--- config.mk ---
export PLATFORM = sky130hd
export DESIGN_NAME = ahb_access_fsm
export DESIGN_NICKNAME = d
export VERILOG_FILES = /design/src/mem_pkg.sv /design/src/ahb_access_fsm.sv
export SDC_FILE = /design/constraint.sdc
export NUM_CORES = 1
export LEC_CHECK = 0
export ABC_AREA = 1
export BUFFER_PORTS_ARGS = -buffer_cell sky130_fd_sc_hd__buf_2
export CAP_MARGIN = 0
export CORE_AREA = 5 5 42 44
export CTS_BUF_LIST = sky130_fd_sc_hd__clkbuf_8
export CTS_CLUSTER_DIAMETER = 40
export DETAILED_ROUTE_END_ITERATION = 16
export DIE_AREA = 0 0 47 49
export PLACE_DENSITY_LB_ADDON = 0.3
export SLEW_MARGIN = 20
export SYNTH_ARGS = -nofsm -noshare
export SYNTH_HDL_FRONTEND = slang
export SYNTH_SLANG_ARGS = --single-unit
--- constraint.sdc ---
create_clock -name clk -period 0.9 [get_ports clk]
set_input_delay 0 -clock clk [delete_from_list [all_inputs] [get_ports clk]]
set_output_delay 0 -clock clk [all_outputs]
set_load 0.1 [all_outputs]
--- src/mem_pkg.sv ---
package mem_pkg;

    typedef logic [31:0] word_t;
    typedef logic [3:0]  byteena_t;
    typedef logic [2:0]  hsize_t;

    // loads first, stores last
    typedef enum logic [2:0] {
        OP_LB, OP_LH, OP_LW, OP_LBU,
        OP_LHU, OP_SB, OP_SH, OP_SW
    } mem_op_t;

    typedef enum logic [2:0] {
        EXP_NONE,
        EXP_LOAD_MISALIGNED,
        EXP_STORE_MISALIGNED,
        EXP_LOAD_ACCESS_FAULT,
        EXP_STORE_ACCESS_FAULT
    } exp_code_t;

    typedef enum logic [1:0] {
        HTRANS_IDLE   = 2'b00,
        HTRANS_NONSEQ = 2'b10
    } htrans_t;

    localparam hsize_t HSIZE_BYTE = 3'b000;
    localparam hsize_t HSIZE_HALF = 3'b001;
    localparam hsize_t HSIZE_WORD = 3'b010;

    // top nibble of the address that selects the scratchpad
    localparam logic [3:0] SPM_REGION = 4'h1;

    typedef struct packed {
        logic    valid;
        mem_op_t op;
        word_t   addr;
        word_t   store_data;
    } mem_req_t;

    typedef struct packed {
        logic      done;
        word_t     load_data;
        exp_code_t exp;
    } mem_rsp_t;

    typedef struct packed {
        word_t   haddr;
        logic    hwrite;
        hsize_t  hsize;
        htrans_t htrans;
        word_t   hwdata;
    } ahb_m2s_t;

    typedef struct packed {
        word_t hrdata;
        logic  hready;
        logic  hresp;
    } ahb_s2m_t;

endpackage

--- src/ahb_access_fsm.sv ---
`timescale 1ns/1ps

module ahb_access_fsm import mem_pkg::*; (
    input  logic      clk,
    input  logic      arst_n,
    input  logic      req_valid,
    input  mem_op_t   op,
    input  logic      misaligned,
    input  logic      spm_sel,
    input  logic      hready,
    input  logic      hresp,
    input  logic      timeout,
    output logic      spm_rden,
    output logic      spm_wren,
    output htrans_t   htrans,
    output logic      hwrite,
    output logic      data_phase,
    output logic      timer_run,
    output logic      done,
    output exp_code_t exp
);

    typedef enum logic [2:0] {
        ST_IDLE,
        ST_SPM_ACCESS,
        ST_EXCEPTION,
        ST_ADDR_PHASE,
        ST_DATA_PHASE,
        ST_FINISH
    } state_t;

    state_t state_q;
    state_t state_d;
    logic   is_store;
    logic   spm_go;

    assign is_store = op inside {OP_SB, OP_SH, OP_SW};

    // scratchpad is touched on the accepting edge itself
    assign spm_go = (state_q == ST_IDLE) && req_valid && !misaligned && spm_sel;

    always_comb begin
        state_d = state_q;
        case (state_q)
            ST_IDLE: begin
                if (req_valid) begin
                    if (misaligned) begin
                        state_d = ST_EXCEPTION;
                    end else if (spm_sel) begin
                        state_d = ST_SPM_ACCESS;
                    end else begin
                        state_d = ST_ADDR_PHASE;
                    end
                end
            end
            ST_ADDR_PHASE: begin
                state_d = ST_DATA_PHASE;
            end
            ST_DATA_PHASE: begin
                // hready wins over a timeout in the same cycle
                if (hready) begin
                    state_d = ST_IDLE;
                end else if (timeout) begin
                    state_d = ST_FINISH;
                end
            end
            default: begin
                state_d = ST_IDLE;
            end
        endcase
    end

    always_ff @(posedge clk or negedge arst_n) begin
        if (!arst_n) begin
            state_q <= ST_IDLE;
        end else begin
            state_q <= state_d;
        end
    end

    assign spm_rden   = spm_go && !is_store;
    assign spm_wren   = spm_go && is_store;
    assign htrans     = (state_q == ST_ADDR_PHASE) ? HTRANS_NONSEQ : HTRANS_IDLE;
    assign hwrite     = (state_q == ST_ADDR_PHASE) && is_store;
    assign data_phase = (state_q == ST_DATA_PHASE);
    assign timer_run  = data_phase;

    assign done = (state_q == ST_SPM_ACCESS) || (state_q == ST_EXCEPTION) ||
                  (state_q == ST_FINISH) || (data_phase && hready);

    always_comb begin
        exp = EXP_NONE;
        if (state_q == ST_EXCEPTION) begin
            exp = is_store ? EXP_STORE_MISALIGNED : EXP_LOAD_MISALIGNED;
        end else if ((state_q == ST_FINISH) || (data_phase && hready && hresp)) begin
            // error response or stuck slave
            exp = is_store ? EXP_STORE_ACCESS_FAULT : EXP_LOAD_ACCESS_FAULT;
        end
    end

    a_done_pulse: assert property (@(posedge clk) disable iff (!arst_n)
        done |=> !done)
        else $error("done held for more than one cycle");

    a_single_nonseq: assert property (@(posedge clk) disable iff (!arst_n)
        (htrans == HTRANS_NONSEQ) |=> (htrans == HTRANS_IDLE) && data_phase)
        else $error("nonseq not followed by a data phase");

endmodule

==> flow_metrics.env <==
export IMPL_crit_chain="nor2_4 -> nand2_2 -> inv_2 -> nand4_1 -> nor2_2 -> buf_12"
export IMPL_finalCriticalPeriod_ns=1.43
export IMPL_area_growth_pct=193
export IMPL_netlist_instances=47
export IMPL_worstHoldStart="misaligned"
export IMPL_htreeDepth=1
export IMPL_final_hold_violation_count=0
export IMPL_critPathTopFamily="simple AND/OR/NAND/NOR gates"
export IMPL_r2r_start="state_q[0]$_DFFE_PN0P_"
export IMPL_multi_input_comb_area_sq_um=249
export IMPL_grtUsageMet1_pct=10.1
export IMPL_regMostFlops="state_q"
export IMPL_use_met3_pct=2.58
export IMPL_hp_class="primary input to register"
export IMPL_cts_tree="yes"
export IMPL_layout_common_cells="11 x buf_4, 10 x buf_2, 10 x buf_12"
export IMPL_nets=97
export IMPL_critPathLaunch="state_q[0]$_DFFE_PN0P_"
export IMPL_core_sq_um=1400
export IMPL_final_antenna_net_count=0
export IMPL_ff_latch_area_sq_um=77.6
export IMPL_route_detailed_drc=0
export IMPL_fmax_ghz=0.701
export IMPL_syn_avg_cell_area_sq_um=5.94
export IMPL_fin_cells=101
export IMPL_drv_slew=0
export IMPL_largest_register_ff_count=3
export IMPL_root_buffer="clkbuf_8"
export IMPL_cts_sinks=3
export IMPL_drtIter0Drc=2
export IMPL_pin_count=22
export IMPL_powerDensity_nw_per_um2=3470
export IMPL_die_h_um=49
export IMPL_clkLatencyLatePin_ns=0.21
export IMPL_layout_commonest_cell="buf_4"
export IMPL_die_w_um=47
export IMPL_rows=14
export IMPL_cp_arrival_ns=1.43
export IMPL_finalSetupViolCount=12
export IMPL_grt_overflow_total=0
export IMPL_numCtsBuffers=3
export IMPL_synth_cell_types=16
export IMPL_violations="setup timing"
export IMPL_placed_area_sq_um=712
export IMPL_antenna_found_initial=0
export IMPL_yosysWarnings=0
export IMPL_gp_congestion=0.710
export IMPL_synth_seq_cells=3
export IMPL_status="finished, violations left"
export IMPL_design_area_sq_um=817
export IMPL_via_per_inst=4.22
export IMPL_rsz0062_at_grt="yes"
export IMPL_drt_wirelength_per_cell_um=9.33
export IMPL_ys_seq_area_share_pct=26.9
export IMPL_fin_crit_sh_pct=159
export IMPL_met2_usage_pct=18.1
export IMPL_diodes=0
export IMPL_postLayoutSetupSlackWorst_ns=-0.527
export IMPL_grt_start_max_net_pins=5
export IMPL_crit_slowest_cell="dfrtp_2"
export IMPL_drt_wl_total_um=942
export IMPL_irDropWorstVdd_mv=1.96
export IMPL_vias=426
export IMPL_syn_nets=58
export IMPL_crit_fanout=4
export IMPL_portBuffers=20
export IMPL_max_stage_delay_ns=0.43
export IMPL_required_ns=0.90
export IMPL_crit_path_end_kind="primary output"
export IMPL_worst_path_buf_inv=2
export IMPL_dpl_hpwl_um=800
export IMPL_grt_pass1_vias=456
export IMPL_nFillCells=135
export IMPL_drtPass1Iterations=2
export IMPL_fin_worst_skew_ns=0.000428
export IMPL_max_cap_viol_count=0
export IMPL_worstSetupPathType="register to primary output"
export IMPL_die_area_sq_um=2300
export IMPL_cts_max_path_buffers=2
export IMPL_grt_pass1_wl_mm=1.72
export IMPL_power_w=0.00283
export IMPL_busiest_layer="met2"
export IMPL_dp_cells=94
export IMPL_layout_drive_gt1_share_pct=67.1
export IMPL_syn_area_sq_um=279
export IMPL_critical_path_startpoint_type="register"
export IMPL_start_util_pct=19.9
export IMPL_largest_registers="state_q x3"
export IMPL_tns_ns=-5.17
export IMPL_p_leak_nw=0.400
export IMPL_clk_pin_slew_ns=0.03
export IMPL_grt_usage_pct=10.0
worst min-delay path, delay by kind of cell:
family / cells / cell delay, ns
AO/OA/AOI/OAI: 1 / 0.06
buffers and inverters: 2 / 0.14
AND/OR/NAND/NOR: 1 / 0.03
final timing paths:
kind	endpoint	slack, ns	cells past startpoint
hold reg to reg	state_q[2]$_DFFE_PN0P_	0.65	2
setup / recovery	spm_rden	-0.53	6
hold / removal	state_q[0]$_DFFE_PN0P_	0.05	4
min in group asynchronous	state_q[1]$_DFFE_PN0P_	0.13	2
setup reg to reg	state_q[1]$_DFFE_PN0P_	-0.31	6
max in group asynchronous	state_q[0]$_DFFE_PN0P_	0.66	2
per-stage QoR:
step           util, %  setup WS, ns  hold WS (ns)
2_1_floorplan        -         -1.24        -0.296
3_3_place_gp      50.8        -0.320        -0.204
3_5_place_dp      50.8        -0.367        -0.203
4_1_cts           56.3        -0.566        0.0679
5_1_grt           58.3        -0.646        0.0632
6_report          58.3        -0.527        0.0500
layout make-up:
type	instances	area share, %
repair buffers	36	47.5
multi-input cells	33	30.5
flip-flops and latches	3	9.49
clock buffers	3	5.05
inverters	9	4.59
well taps	16	2.45
clock inverters	1	0.459
routing by layer:
layer | part of all wire [%] | vias to the layer above
met2 | 58 | 10
met4 | 0 | 0
met5 | 0 | -
li1 | - | 221
met1 | 35 | 195
met3 | 7.1 | 0
kinds of logic after synthesis:
logic type | Yosys count | share of synthesized area [%]
buffers and inverters | 11 | 17.5
and+or+nand+nor | 28 | 47.1
DFF | 3 | 26.9
other | 1 | 1.34
AOI/OAI and AO/OA | 4 | 7.17
report_power, final:
| group | switching (W) | total [W] | leakage [nW] | internal (W) |
|---|---|---|---|---|
| clock | 0.0000815 | 0.000371 | 0.0269 | 0.000290 |
| combinational | 0.00130 | 0.00220 | 0.336 | 0.000891 |
| sequential | 0.0000732 | 0.000267 | 0.0368 | 0.000194 |
| total | 0.00146 | 0.00283 | 0.400 | 0.00137 |
synth_stat cells:
| master | n | area share (%) |
|---|---|---|
| nor3_1 | 1 | 1.8 |
| nand2_1 | 13 | 17 |
| conb_1 | 1 | 1.3 |
| o21ai_1 | 1 | 1.8 |
| nand3b_1 | 2 | 5.4 |
| buf_4 | 2 | 5.4 |
| nor3_2 | 1 | 3.6 |
| o21ai_0 | 1 | 1.8 |
| inv_2 | 2 | 2.7 |
| nand4_1 | 2 | 4.5 |
| dfrtp_1 | 3 | 27 |
| nor2_1 | 5 | 6.7 |
| nand3_1 | 3 | 5.4 |
| a21oi_1 | 2 | 3.6 |
| nor2_2 | 1 | 2.2 |
| inv_1 | 7 | 9.4 |
repair_timing:
| item | 4_1_cts | 5_1_grt |
|---|---|---|
| hold endpoints to repair | 3 | 0 |
| buffers inserted | 0 | 2 |
| gates resized for setup | 6 | 6 |
| pin swaps | 6 | 7 |
| endpoints found under the setup margin | 12 | 13 |
| hold buffers | 1 | 0 |
Power figures use the tool's default switching activity.
