File: src/mem_pkg.sv
package mem_pkg;

    typedef logic [31:0] word_t;
    typedef logic [3:0]  byteena_t;
    typedef logic [2:0]  hsize_t;

    // loads first, stores last
    typedef enum logic [2:0] {
        OP_LB, OP_LH, OP_LW, OP_LBU,
        OP_LHU, OP_SB, OP_SH, OP_SW
    } mem_op_t;

    typedef enum logic [2:0] {
        EXP_NONE,
        EXP_LOAD_MISALIGNED,
        EXP_STORE_MISALIGNED,
        EXP_LOAD_ACCESS_FAULT,
        EXP_STORE_ACCESS_FAULT
    } exp_code_t;

    typedef enum logic [1:0] {
        HTRANS_IDLE   = 2'b00,
        HTRANS_NONSEQ = 2'b10
    } htrans_t;

    localparam hsize_t HSIZE_BYTE = 3'b000;
    localparam hsize_t HSIZE_HALF = 3'b001;
    localparam hsize_t HSIZE_WORD = 3'b010;

    // top nibble of the address that selects the scratchpad
    localparam logic [3:0] SPM_REGION = 4'h1;

    typedef struct packed {
        logic    valid;
        mem_op_t op;
        word_t   addr;
        word_t   store_data;
    } mem_req_t;

    typedef struct packed {
        logic      done;
        word_t     load_data;
        exp_code_t exp;
    } mem_rsp_t;

    typedef struct packed {
        word_t   haddr;
        logic    hwrite;
        hsize_t  hsize;
        htrans_t htrans;
        word_t   hwdata;
    } ahb_m2s_t;

    typedef struct packed {
        word_t hrdata;
        logic  hready;
        logic  hresp;
    } ahb_s2m_t;

endpackage

File: src/mem_align.sv
`timescale 1ns/1ps

module mem_align import mem_pkg::*; (
    input  mem_req_t req,
    input  word_t    rdata_raw,
    output logic     misaligned,
    output logic     spm_sel,
    output byteena_t byteena,
    output word_t    wdata,
    output hsize_t   hsize,
    output word_t    load_data
);

    logic  size_byte;
    logic  size_half;
    logic  size_word;
    word_t rdata_shift;

    assign size_byte = req.op inside {OP_LB, OP_LBU, OP_SB};
    assign size_half = req.op inside {OP_LH, OP_LHU, OP_SH};
    assign size_word = req.op inside {OP_LW, OP_SW};

    // half needs bit 0 clear, word needs both low bits clear
    assign misaligned = (size_half && req.addr[0]) ||
                        (size_word && (req.addr[1:0] != 2'b00));

    assign spm_sel = (req.addr[31:28] == SPM_REGION);

    // store data is replicated so every lane carries the right bytes
    always_comb begin
        if (size_byte) begin
            byteena = 4'b0001 << req.addr[1:0];
            wdata   = {4{req.store_data[7:0]}};
            hsize   = HSIZE_BYTE;
        end else if (size_half) begin
            byteena = req.addr[1] ? 4'b1100 : 4'b0011;
            wdata   = {2{req.store_data[15:0]}};
            hsize   = HSIZE_HALF;
        end else begin
            byteena = 4'b1111;
            wdata   = req.store_data;
            hsize   = HSIZE_WORD;
        end
    end

    // move the addressed lane down to bit 0
    assign rdata_shift = rdata_raw >> {req.addr[1:0], 3'b000};

    always_comb begin
        case (req.op)
            OP_LB: begin
                load_data = {{24{rdata_shift[7]}}, rdata_shift[7:0]};
            end
            OP_LBU: begin
                load_data = {24'h000000, rdata_shift[7:0]};
            end
            OP_LH: begin
                load_data = {{16{rdata_shift[15]}}, rdata_shift[15:0]};
            end
            OP_LHU: begin
                load_data = {16'h0000, rdata_shift[15:0]};
            end
            OP_LW: begin
                load_data = rdata_raw;
            end
            // stores return nothing
            default: begin
                load_data = '0;
            end
        endcase
    end

endmodule

File: config.mk
export PLATFORM = sky130hd
export DESIGN_NAME = mem_align
export DESIGN_NICKNAME = d
export VERILOG_FILES = /design/src/mem_pkg.sv /design/src/mem_align.sv
export SDC_FILE = /design/constraint.sdc
export NUM_CORES = 1
export LEC_CHECK = 0
export BUFFER_PORTS_ARGS = -buffer_cell sky130_fd_sc_hd__clkbuf_2
export CORE_MARGIN = 2
export CORE_UTILIZATION = 30
export DETAILED_ROUTE_END_ITERATION = 12
export PLACE_DENSITY = 0.83
export REMOVE_ABC_BUFFERS = 1
export SLEW_MARGIN = 20
export SYNTH_ARGS = -nofsm -noshare
export SYNTH_HDL_FRONTEND = slang
export SYNTH_SLANG_ARGS = --single-unit
File: constraint.sdc
create_clock -name vclk -period 6.4
set_clock_uncertainty 0.05 [all_clocks]
set_input_delay 1.28 -clock vclk [all_inputs]
set_output_delay 1.28 -clock vclk [all_outputs]
set_load 0.02 [all_outputs]
==> flow_summary.toml, run 1 <==
[die]
core_area_mm2 = 0.00432
num_rows = 24
fp.dieW_um = 70.8
io_pins = 173
die-area_mm2 = 0.00501
start_util_pct = 30.9
die_h_um = 70.8

[worst_hold_path]
hold_path_class = "input pin to primary output"

[synthesis]
yosysSeqAreaShare_pct = 0
yosysMostFrequentCell = "a21oi_1"
syn_area_per_cell_um2 = 7.35
synth_area_leader_cell = "mux4_2"
yosysTopAreaCellShare_pct = 13.5
netlist_top_cells_count = "a21oi_1, nand2_1, a221o_1"
syn_area_mm2 = 0.00134
synth_warnings = 0
ys_types = 38
synth_cells = 182
yosys-top-cells-area = "mux4_2, a221o_1, a21oi_1"

[routing]
drtIter0Drc = 138
dr_total_vias = 1882
wl_per_cell_um = 14.7
route.detailed.drc = 0
vias_per_cell = 5.35
wl_um = 5170
drt_pass1_iterations = 5
ant_nets = 0

[timing]
worstMarginPinSlew_ps = 598
min_period_over_period_pct = 69.7
relSlewSlack_pct = 60.0
finalHoldViolCount = 0
rsz0062_at_grt = "no"
finalSetupViolCount = 0
drv_slew = 0
clock.fmax_mhz = 224
timing.setup.tns_ps = 0
period_needed_ps = 4460

[power]
p_leak_uw = 0.00108
p_per_area_mw_per_mm2 = 114
peakVddDrop_mv = 0.0547

[global_route]
gr-usage-all-layers_pct = 18.7
antenna_found_initial = 0
grt_max_degree = 27
first_global_vias = 1666
grt_pass1_wl_um = 8020
globalRouteOverflowTotal = 0

[clocking]
cts_setup_buffers = 0
cts_resized = 0
holdBufCountCts = 0

[placed_design]
gp_congestion = 0.812
portBuffers = 145
hpwl_um = 4380
dpl-instance-area_mm2 = 0.00196

[critical_path]
crit_required_ps = 5070
cp-start-kind = "input pin"
worstSetupPathType = "input pin to primary output"
critPathCaptureType = "primary output"
critPathLaunch = "req[65]"
crit_path_end = "load_data[13]"
path_max_fanout = 25
arrival_ps = 3130

[cells_and_area]
syn_to_final_growth_pct = 46.6
seq_cells = 0
drive_above_1_share_pct = 57.3
diodes = 0
fin_area_mm2 = 0.00196
final_nets = 402
ff_latch_area_um2 = 0
nClkBuffers = 0

[run_status]
outcome = "complete, no violations"

[run]
cap_violations = 0
[stage by stage]
step / setup WS [ps] / util [%] / cells / hold WS, ps / power (uW)
floorplan: 2290 / - / 154 / 2510 / 132
global placement: 1980 / 45.3 / 352 / 2750 / 220
detailed placement: 1970 / 45.3 / 352 / 2750 / 224
CTS: 1970 / 45.3 / 352 / 2750 / 224
global route: 1780 / 45.3 / 352 / 2770 / 240
finish: 1940 / 45.3 / 352 / 2750 / 224
[layer usage]
layer | routed length, um | GRT usage (%) | share of wire [%]
met2 | 2610 | 32.1 | 51
met4 | 68 | 3.35 | 1.3
met3 | 215 | 1.42 | 4.2
met5 | 0 | 0 | 0
met1 | 2270 | 25.9 | 44
[critical path, cell delays in order]
cell	delay (ps)
clkbuf_2	390
nor2b_1	570
nor2_1	140
o32ai_2	310
a221o_1	250
clkbuf_2	190
[power by group]
part           leakage [uW]  internal, uW  switching [uW]
Sequential                0             0               0
Combinational       0.00108          88.2             136
Clock                     0             0               0
[worst min path at each step]
| stage | from | to | slack [ps] | cells past startpoint |
|---|---|---|---|---|
| final | req[1] | wdata[1] | 2750 | 2 |
| after global routing | req[1] | wdata[1] | 2770 | 2 |
| after CTS | req[1] | wdata[1] | 2750 | 2 |
| after detailed placement | req[1] | wdata[1] | 2750 | 2 |
| after global placement | req[4] | wdata[4] | 2750 | 2 |
| after floorplan | req[0] | wdata[0] | 2510 | 0 |
[cells by family after synthesis]
group           synth area share (%)
xor+xnor                       0.655
buf+inv                         14.4
compound gates                  39.7
other cells                    0.280
mux                             22.2
simple gates                    22.8
[cell type report]
class	count	area [um^2]
fill	441	2360
timing repair buffer	146	733
multi-input combinational	150	1140
inverter	4	17.5
tap	52	65.1
[placed cells by master (no fill, tap or decap)]
master / netlist / layout
mux2_4: 1 / 1
and2_0: 1 / 1
clkbuf_2: 0 / 145
buf_4: 10 / 1
nor3_1: 1 / 1
o32ai_2: 1 / 1
o21ba_2: 1 / 1
a32oi_1: 1 / 1
o21bai_1: 1 / 1
clkinv_1: 2 / 2
nor2_1: 9 / 9
xor2_1: 1 / 1
nand3_1: 7 / 7
a211oi_1: 1 / 1
mux4_2: 8 / 8
nor4b_1: 2 / 2
mux2_2: 9 / 9
a221o_1: 14 / 14
a31oi_1: 1 / 1
nand2_1: 19 / 19
o21ai_0: 7 / 7
a22oi_1: 8 / 8
a22o_1: 7 / 7
and2_1: 8 / 8
or3b_4: 1 / 1
conb_1: 1 / 1
a21oi_1: 22 / 22
and2b_1: 1 / 1
a21o_1: 9 / 9
nor2b_1: 4 / 4
inv_1: 1 / 1
inv_4: 1 / 1
nand2_4: 1 / 1
or2_2: 1 / 1
nor2_4: 1 / 1
nor2b_4: 1 / 1
(Power assumes the default switching activity.)
==> run 2: changes to the inputs <==
Settings changed: PLACE_DENSITY 0.83 to 0.86.
Clock period 6.4 ns to 3.6 ns, I/O delays scaled along.
==> run 2 against run 1 <==
Worst hold slack got worse by 1100 ps. Via count increased by 1.8%. Critical path depth unchanged. Die area unchanged. Flip-flop and latch count unchanged. Wire length increased by 4.0%.
==> flow_summary.toml, run 2 (synthesized netlist as in run 1, its figures left out) <==
[run_status]
outcome = "complete, no violations"

[cells_and_area]
seq_cells = 0
layout_commonest_cell = "clkbuf_2"
layout_common_cells = "clkbuf_2, a21oi_1, nand2_1, a221o_1"
n_fill_cell = 441
syn_to_final_growth_pct = 50.0
multi_input_area_mm2 = 0.00114
nClkBuffers = 0
ff_latch_area_um2 = 0
final_nets = 408
final_util_pct = 46.4
drive_above_1_share_pct = 58.2
diodes = 0

[die]
io_pins = 173
die_h_um = 70.8
start_util_pct = 30.9
die-area_mm2 = 0.00501
core_area_mm2 = 0.00432
num_rows = 24
fp.dieW_um = 70.8

[routing]
dr_total_vias = 1916
wl_um = 5380
vias_per_cell = 5.35
drtIter0Drc = 140
ant_nets = 0
route.detailed.drc = 0
wl_per_cell_um = 15.0
drt_pass1_iterations = 4

[timing]
worstMarginPinSlew_ps = 545
rsz0062_at_grt = "no"
clock.fmax_mhz = 313
drv_slew = 0
relSlewSlack_pct = 63.6
period_needed_ps = 3200
min_period_over_period_pct = 88.8
finalSetupViolCount = 0
finalHoldViolCount = 0
timing.setup.tns_ps = 0

[critical_path]
critPathMaxStageDelay_ps = 500
crit_top_cell = "clkbuf_2"
crit_required_ps = 2830
crit_chain = "clkbuf_2, nor2b_1, a32oi_1, a21o_1, a21oi_1, clkbuf_2"
arrival_ps = 2430
worstSetupPathType = "input pin to primary output"
critPathLaunch = "req[33]"
critPathCaptureType = "primary output"
cp_slowest_cell = "nor2b_1"
critPathTopFamily = "compound AO/OA/AOI/OAI gates"
path_max_fanout = 16
cp-start-kind = "input pin"
path_depth = 6
crit_path_end = "load_data[22]"
path_buf_inv = 2

[power]
p_leak_uw = 0.00111
p_seq_share_pct = 0
peakVddDrop_mv = 0.123
p_int_uw = 161
p_switching_uw = 244
p_clk_share_pct = 0
comb_power_share_pct = 100.0
p_sw_share_pct = 60.2
p_per_area_mw_per_mm2 = 202

[global_route]
grt_max_degree = 18
first_global_vias = 1775
gr-usage-all-layers_pct = 20.2
grt_pass1_wl_um = 8520
antenna_found_initial = 0
globalRouteOverflowTotal = 0

[placed_design]
gp_congestion = 0.815
portBuffers = 145
hpwl_um = 4610

[run]
cap_violations = 0

[clocking]
cts_setup_buffers = 0
holdBufCountCts = 0
cts_resized = 0

[worst_hold_path]
hold_depth = 2
hold_path_class = "input pin to primary output"
==> run 2: metal layers <==
| layer | share of wire (%) | GRT usage (%) |
|---|---|---|
| met5 | 0 | 0 |
| met1 | 43 | 27.9 |
| met3 | 5.1 | 1.57 |
| met2 | 50 | 35.1 |
| met4 | 1.5 | 3.14 |
==> run 2: stage by stage <==
| step | std cells | hold slack, ps | instance area, um^2 | setup WS (ps) | total power [uW] |
|---|---|---|---|---|---|
| floorplan | 154 | 1390 | 1160 | 611 | 234 |
| CTS | 358 | 1640 | 2010 | 417 | 404 |
| detailed placement | 358 | 1640 | 2010 | 417 | 403 |
| global route | 358 | 1640 | 2010 | 215 | 438 |
| finish | 358 | 1640 | 2010 | 403 | 405 |
| global placement | 358 | 1630 | 2010 | 449 | 397 |
==> run 2: layout make-up <==
type / count / share of cell area [%]
inverters: 4 / 0.873
well taps: 52 / 3.24
repair buffers: 152 / 38.8
multi-input cells: 150 / 57.1
==> run 2: worst min-delay path by stage <==
stage           start  endpoint  slack (ps)
2_1_floorplan  req[0]  wdata[0]        1390
5_1_grt        req[4]  wdata[4]        1640
3_5_place_dp   req[4]  wdata[4]        1640
6_report       req[1]  wdata[1]        1640
3_3_place_gp   req[2]  wdata[2]        1630
4_1_cts        req[1]  wdata[1]        1640
==> run 2: power by group through the flow <==
stage,Clock [uW],Sequential (uW),Combinational [uW]
after global placement,0,0,397
after CTS,0,0,404
after floorplan,0,0,234
after detailed placement,0,0,403
after global routing,0,0,438
final,0,0,405
