$ cat config.mk
export PLATFORM = sky130hd
export DESIGN_NAME = bus_wait_timer
export DESIGN_NICKNAME = d
export VERILOG_FILES = /design/src/bus_wait_timer.sv
export SDC_FILE = /design/constraint.sdc
export NUM_CORES = 1
export LEC_CHECK = 0
export BUFFER_PORTS_ARGS = -buffer_cell sky130_fd_sc_hd__buf_4
export CORE_AREA = 2 2 39 41
export DETAILED_ROUTE_END_ITERATION = 8
export DIE_AREA = 0 0 41 43
export HOLD_SLACK_MARGIN = 0.03
export PLACE_DENSITY_LB_ADDON = 0.2
export SETUP_SLACK_MARGIN = 0.5
export SLEW_MARGIN = 10
export SYNTH_ARGS = -nofsm -noshare
export SYNTH_HDL_FRONTEND = slang
export SYNTH_SLANG_ARGS = --single-unit
export TNS_END_PERCENT = 10
$ cat constraint.sdc
create_clock -name clk -period 2.1 [get_ports clk]
set_input_delay 0.315 -clock clk [delete_from_list [all_inputs] [get_ports clk]]
set_output_delay 0.315 -clock clk [all_outputs]
set_load 0.005 [all_outputs]
$ cat src/bus_wait_timer.sv
`timescale 1ns/1ps

module bus_wait_timer #(
    parameter int BUS_TIMEOUT = 16
) (
    input  logic clk,
    input  logic arst_n,
    input  logic run,
    output logic timeout
);

    localparam int CNT_W = $clog2(BUS_TIMEOUT + 1);

    logic [CNT_W-1:0] count;

    // saturates at the limit until run drops
    always_ff @(posedge clk or negedge arst_n) begin
        if (!arst_n) begin
            count <= '0;
        end else if (!run) begin
            count <= '0;
        end else if (count != CNT_W'(BUS_TIMEOUT)) begin
            count <= count + 1'b1;
        end
    end

    assign timeout = (count == CNT_W'(BUS_TIMEOUT));

    a_count_limit: assert property (@(posedge clk) disable iff (!arst_n)
        count <= CNT_W'(BUS_TIMEOUT))
        else $error("bus wait count past its limit");

endmodule

==> impl_metrics.py, run 1 <==
metrics = {
    "outcome": {
        "run_status": "finished clean",
    },
    "floorplan": {
        "rows": 14,
        "chipWidth_um": 41,
        "fp.dieArea_um2": 1760,
        "initial_utilization_pct": 20.2,
        "core_um2": 1380,
        "chipHeight_um": 43,
        "num_io_pins": 4,
    },
    "route": {
        "antenna_violating_nets_post_route": 0,
        "drt-vias-per-instance": 4.23,
        "detail_route.drc_violations": 0,
        "detail_route.wl_per_cell_um": 9.86,
        "drt-initial-drc-count": 1,
        "drt-pass1-iter-count": 4,
        "routed_wirelength_um": 562,
        "dr_total_vias": 241,
    },
    "global_routing": {
        "via_count_of_the_first_global_routing_pass": 223,
        "grt_start_max_net_pins": 10,
        "global_route.usage.total_pct": 8.17,
        "grt_first_pass_wirelength_um": 897,
        "globalRoute.totalOverflow": 0,
        "initial_antenna_violation_count": 0,
    },
    "timing": {
        "finalHoldWorstSlack_ns": 0.378,
        "setup_repair_after_global_routing_missed_its_margin": "false",
        "post_route_clock_period_utilization_pct": 73.8,
        "timing.final.crit_period_ns": 1.55,
        "transition_time_at_the_pin_with_the_least_slew_margin_ns": 0.204,
        "clock-skew-final_ns": 0.00415,
        "timing.final.setup_violations": 0,
        "relSlewSlack_pct": 86.2,
        "setup_total_negative_slack_ns": 0,
        "maxSlewViolCount": 0,
        "clock.fmax_mhz": 645,
        "hold_violations": 0,
    },
    "placement": {
        "detailedPlacementHpwl_um": 391,
        "placement.cell_area_um2": 322,
        "numPlacedInstances": 46,
        "placer_congestion": 0.693,
        "number_of_buffers_inserted_by_port_buffering": 3,
    },
    "power": {
        "worst_ir_drop_vdd_uv": 237,
        "power.static_leakage_uw": 0.000205,
        "power-per-cell-area_nw_per_um2": 615,
    },
    "layout": {
        "final_design_area_no_fill_um2": 409,
        "final-instance-count-excl-fill": 57,
        "n_antenna_cell": 0,
        "final_layout_size_suffix_gt1_share_pct": 34.1,
        "largest_reg_flops": 5,
        "area.sequential_um2": 125,
        "area_growth_pct": 46.6,
        "finish.net_count": 47,
        "multi_input_area_um2": 145,
        "layout.filler_cells": 151,
        "finalCoreUtilization_pct": 29.6,
        "biggest_register": "count",
        "reg_top3": "count: 5 flops",
        "layout.cells.most_common": "buf_4",
        "mostFrequentLayoutCells": "buf_4 (10), nand2_1 (5), dfrtp_1 (5)",
    },
    "setup_path": {
        "cp_slowest_stage_delay_ns": 0.37,
        "worstPathRequired_ns": 1.78,
        "worst_ep_arrival_time_ns": 1.24,
        "critPathMaxFanout": 2,
        "regToRegSetupSlack_ns": 0.68,
        "worst_path_buffer_plus_inverter_count": 3,
        "critical_path.top_delay_family": "flip-flops",
        "critical_path.startpoint_type": "register",
        "critical_path.startpoint": "count[1]$_DFFE_PN0P_",
        "critical_path.cell_chain": "inv_1 > ha_1 > nor4bb_2 > buf_4 > buf_4",
        "path_class": "reg -> out",
        "r2r-start": "count[1]$_DFFE_PN0P_",
        "endpoint_kind": "output pin",
        "critPathMostFrequentCell": "buf_4",
        "critical-path-slowest-cell": "dfrtp_1",
    },
    "yosys": {
        "ys_ff_latch": 5,
        "synth.yosys.seq_area_share_pct": 44.8,
        "synth_nets": 32,
        "synthesis.area_per_instance_um2": 10.3,
        "synth-warning-count": 0,
        "mappedNetlistArea_um2": 279,
        "synth.distinct_cells": 11,
        "cell_count_after_synthesis": 27,
    },
    "min_path": {
        "timing.hold.worst.class": "in -> reg",
        "worstHoldStart": "run",
    },
    "cts": {
        "cts_max_path_buffers": 2,
        "clkSlewWorstSetupHoldPaths_ns": 0.04,
        "cts-htree-levels": 1,
        "clk_latency_ns": 0.24,
        "cts.sink_count": 5,
        "root_buffer": "clkbuf_4",
        "tritoncts": "built",
        "cts-buffers-inserted": 3,
    },
    "job": {
        "maxCapViolations": 0,
    },
}
## layout make-up
| cell class | instances | share of cell area (%) |
|---|---|---|
| multi-input combinational | 19 | 35.5 |
| sequential | 5 | 30.6 |
| timing repair buffer | 11 | 20.8 |
| clock buffer | 4 | 6.42 |
| tap | 16 | 4.89 |
| inverter | 2 | 1.83 |
## report_power, final
part           switching (µW)  internal, µW
logic                    16.5          21.2
clock network            37.0          71.7
registers                3.63           102
## kinds of logic after synthesis
kind of cell / Yosys count / share of synthesized area (%)
fa+ha+maj: 2 / 8.97
buf+inv: 3 / 5.38
flops: 5 / 44.8
simple gates: 12 / 23.3
xor+xnor: 1 / 3.14
mux: 4 / 14.4
## metal layers
metal | GRT usage, % | wire, µm | up-vias
met3 | 4.71 | 30 | 0
met2 | 11.3 | 296 | 4
met5 | 0 | 0 | -
li1 | - | - | 118
met4 | 6.00 | 0 | 0
met1 | 8.82 | 235 | 119
## path summary, 6_finish.rpt
path	endpoint	depth (start not counted)
worst max-delay path	timeout	5
worst min-delay path	count[4]$_DFFE_PN0P_	3
max in group asynchronous	count[0]$_DFFE_PN0P_	2
min in group asynchronous	count[2]$_DFFE_PN0P_	2
worst min register to register	count[4]$_DFFE_PN0P_	2
worst max register to register	count[2]$_DFFE_PN0P_	7
## synth_stat cells
master	count	area share [%]
dfrtp_1	5	45
nand2_1	5	6.7
xnor2_1	1	3.1
inv_1	2	2.7
nand2b_1	3	6.7
buf_4	1	2.7
mux2i_1	4	14
nand3_1	2	3.6
nor4bb_1	1	3.6
ha_1	2	9.0
nor3b_1	1	2.7
## stage by stage
| step | total power [µW] | setup WS (ns) |
|---|---|---|
| after detailed placement | 132 | 0.619 |
| after CTS | 254 | 0.523 |
| final | 252 | 0.550 |
| after global routing | 271 | 0.499 |
| after global placement | 131 | 0.660 |
| after floorplan | 121 | 0.801 |
## worst reg2reg max path, stage by stage (launching register included)
cell	delay (ns)
dfrtp_1	0.34
inv_1	0.05
ha_1	0.17
nor4bb_2	0.16
buf_4	0.13
buf_4	0.12
buf_4	0.13
nor3b_1	0.22
## timing repair
item | 4_1_cts | 5_1_grt
resized for setup | 1 | 0
setup endpoints to repair | 1 | 1
endpoints found under the hold margin | 5 | 0
pin swaps | 1 | 0
hold buffers | 1 | 0
setup buffers | 3 | 3
Power figures use the tool's default switching activity.
==> run 2: changes to the inputs <==
Clock period 2.1 ns to 1.4 ns, I/O delays scaled along.
==> run 2 against run 1 <==
Effect of this change:
- utilization increased by 0.81 points
- register-to-register slack got worse by 0.50 ns
- largest cell class unchanged
- clock power increased by 50%
- die area unchanged
- combinational power increased by 60%
- final cell count decreased by 5.3%
- largest power group unchanged
- highest routed layer is now met4
==> impl_metrics.py, run 2 (synthesis results as in run 1) <==
metrics = {
    "outcome": {
        "run_status": "finished clean",
    },
    "layout": {
        "mostFrequentLayoutCells": "nand2_1 (5), dfrtp_1 (5), buf_4 (5)",
        "finish.net_count": 44,
        "biggest_register": "count",
        "reg_top3": "count: 5 flops",
        "layout.filler_cells": 153,
        "largest_reg_flops": 5,
        "n_antenna_cell": 0,
        "final_design_area_no_fill_um2": 420,
        "area_growth_pct": 50.7,
        "finalCoreUtilization_pct": 30.4,
        "final_layout_size_suffix_gt1_share_pct": 34.2,
    },
    "placement": {
        "number_of_buffers_inserted_by_port_buffering": 3,
        "detailedPlacementHpwl_um": 427,
        "dpl_worst_slack_ns": 0.0586,
        "placer_congestion": 0.732,
        "placement.cell_area_um2": 337,
    },
    "cts": {
        "clk_latency_ns": 0.24,
        "cts_max_path_buffers": 2,
        "cts-buffers-inserted": 3,
        "cts-htree-levels": 1,
        "root_buffer": "clkbuf_4",
        "cts.sink_count": 5,
        "clkSlewWorstSetupHoldPaths_ns": 0.04,
        "tritoncts": "built",
    },
    "setup_path": {
        "endpoint_kind": "output pin",
        "critical-path-slowest-cell": "dfrtp_1",
        "cp_slowest_stage_delay_ns": 0.38,
        "critPathMaxFanout": 2,
        "critical_path.startpoint_type": "register",
        "critical_path.top_delay_family": "flip-flops",
        "path_class": "reg -> out",
        "critical_path.cell_chain": "inv_1 > ha_1 > nor4bb_4 > buf_4",
        "worstPathRequired_ns": 1.19,
        "worst_ep_arrival_time_ns": 1.17,
        "worst_path_buffer_plus_inverter_count": 2,
    },
    "floorplan": {
        "core_um2": 1380,
        "chipHeight_um": 43,
        "rows": 14,
        "fp.dieArea_um2": 1760,
        "initial_utilization_pct": 20.2,
        "num_io_pins": 4,
        "chipWidth_um": 41,
    },
    "route": {
        "routed_wirelength_um": 580,
        "drt-pass1-iter-count": 2,
        "dr_total_vias": 221,
        "drt-vias-per-instance": 4.09,
        "antenna_violating_nets_post_route": 0,
        "drt-initial-drc-count": 5,
        "detail_route.drc_violations": 0,
        "detail_route.wl_per_cell_um": 10.7,
    },
    "timing": {
        "post_route_clock_period_utilization_pct": 98.6,
        "timing.final.crit_period_ns": 1.38,
        "transition_time_at_the_pin_with_the_least_slew_margin_ns": 0.221,
        "hold_violations": 0,
        "clock.fmax_mhz": 724,
        "maxSlewViolCount": 0,
        "postLayoutSetupSlackWorst_ns": 0.0192,
        "timing.final.setup_violations": 0,
        "relSlewSlack_pct": 85.2,
        "setup_repair_after_global_routing_missed_its_margin": "true",
        "finalHoldWorstSlack_ns": 0.280,
        "clock-skew-final_ns": 0.00162,
    },
    "global_routing": {
        "global_route.usage.total_pct": 9.99,
        "via_count_of_the_first_global_routing_pass": 231,
        "globalRoute.totalOverflow": 0,
        "initial_antenna_violation_count": 0,
        "grt_first_pass_wirelength_mm": 1.04,
        "grt_start_max_net_pins": 10,
    },
    "min_path": {
        "timing.hold.worst.class": "in -> reg",
    },
    "job": {
        "maxCapViolations": 0,
    },
    "power": {
        "power-per-cell-area_nw_per_um2": 911,
        "clock_power_share_pct": 42.6,
        "power.sequential.fraction_pct": 41.6,
        "share_comb_of_total_power_pct": 15.8,
        "power.static_leakage_uw": 0.000192,
        "p_sw_uw": 88.5,
        "internal_power_uw": 294,
        "power.share.switching_pct": 23.1,
        "worst_ir_drop_vdd_uv": 276,
    },
}
==> run 2: worst register-to-register path: cells and delay by family (launching register included) <==
family / cells / cell delay [ns]
adder cells (fa/ha/maj): 1 / 0.14
buffers and inverters: 2 / 0.24
flip-flops: 1 / 0.38
multiplexers: 1 / 0.18
AND/OR/NAND/NOR: 1 / 0.21
==> run 2: final cells by class <==
| cell class | instances | area (µm²) | area share (%) |
|---|---|---|---|
| multi-input combinational | 19 | 171 | 40.8 |
| sequential | 5 | 125 | 29.8 |
| timing repair buffer | 8 | 70.1 | 16.7 |
| clock buffer | 4 | 26.3 | 6.25 |
| tap | 16 | 20.0 | 4.76 |
| inverter | 2 | 7.51 | 1.79 |
==> run 2: per-layer routing <==
layer  wire length [µm]  part of all wire, %  global-route usage [%]
met1                262                   45                    10.8
met2                276                   48                    13.1
met3                 30                  5.2                    6.28
met4                 10                  1.7                    8.00
met5                  0                    0                       0
==> run 2: path summary, 6_finish.rpt <==
check                                          start                   end  slack (ns)  cells after the start
worst max-delay path            count[0]$_DFFE_PN0P_               timeout        0.02                      4
worst min-delay path                             run  count[1]$_DFFE_PN0P_        0.28                      3
worst max register to register  count[0]$_DFFE_PN0P_  count[1]$_DFFE_PN0P_        0.18                      5
worst min register to register  count[4]$_DFFE_PN0P_  count[4]$_DFFE_PN0P_        0.57                      2
max in group asynchronous                     arst_n  count[4]$_DFFE_PN0P_        0.98                      2
min in group asynchronous                     arst_n  count[3]$_DFFE_PN0P_        0.31                      2
==> run 2: power by group through the flow <==
stage	registers [µW]	clock network (µW)	logic, µW
after floorplan	161	0	20.0
final	159	163	60.5
after global routing	160	188	67.2
after CTS	159	174	52.9
after detailed placement	160	0	45.0
after global placement	159	0	44.0
==> run 2: timing repair <==
action                                 4_1_cts  5_1_grt
gates resized for setup                      2        5
setup endpoints to repair                    5        6
hold buffers                                 1        0
gates cloned                                 0        0
buffers inserted                             1        0
pin swaps                                    0        1
endpoints found under the hold margin        5        0
==> run 2: stage by stage <==
| stage | TNS (ns) | std cells | power, µW |
|---|---|---|---|
| floorplan | 0 | 27 | 181 |
| global placement | 0 | 48 | 203 |
| finish | 0 | 54 | 383 |
| CTS | 0 | 54 | 386 |
| detailed placement | 0 | 48 | 205 |
| global route | -0.0886 | 54 | 416 |
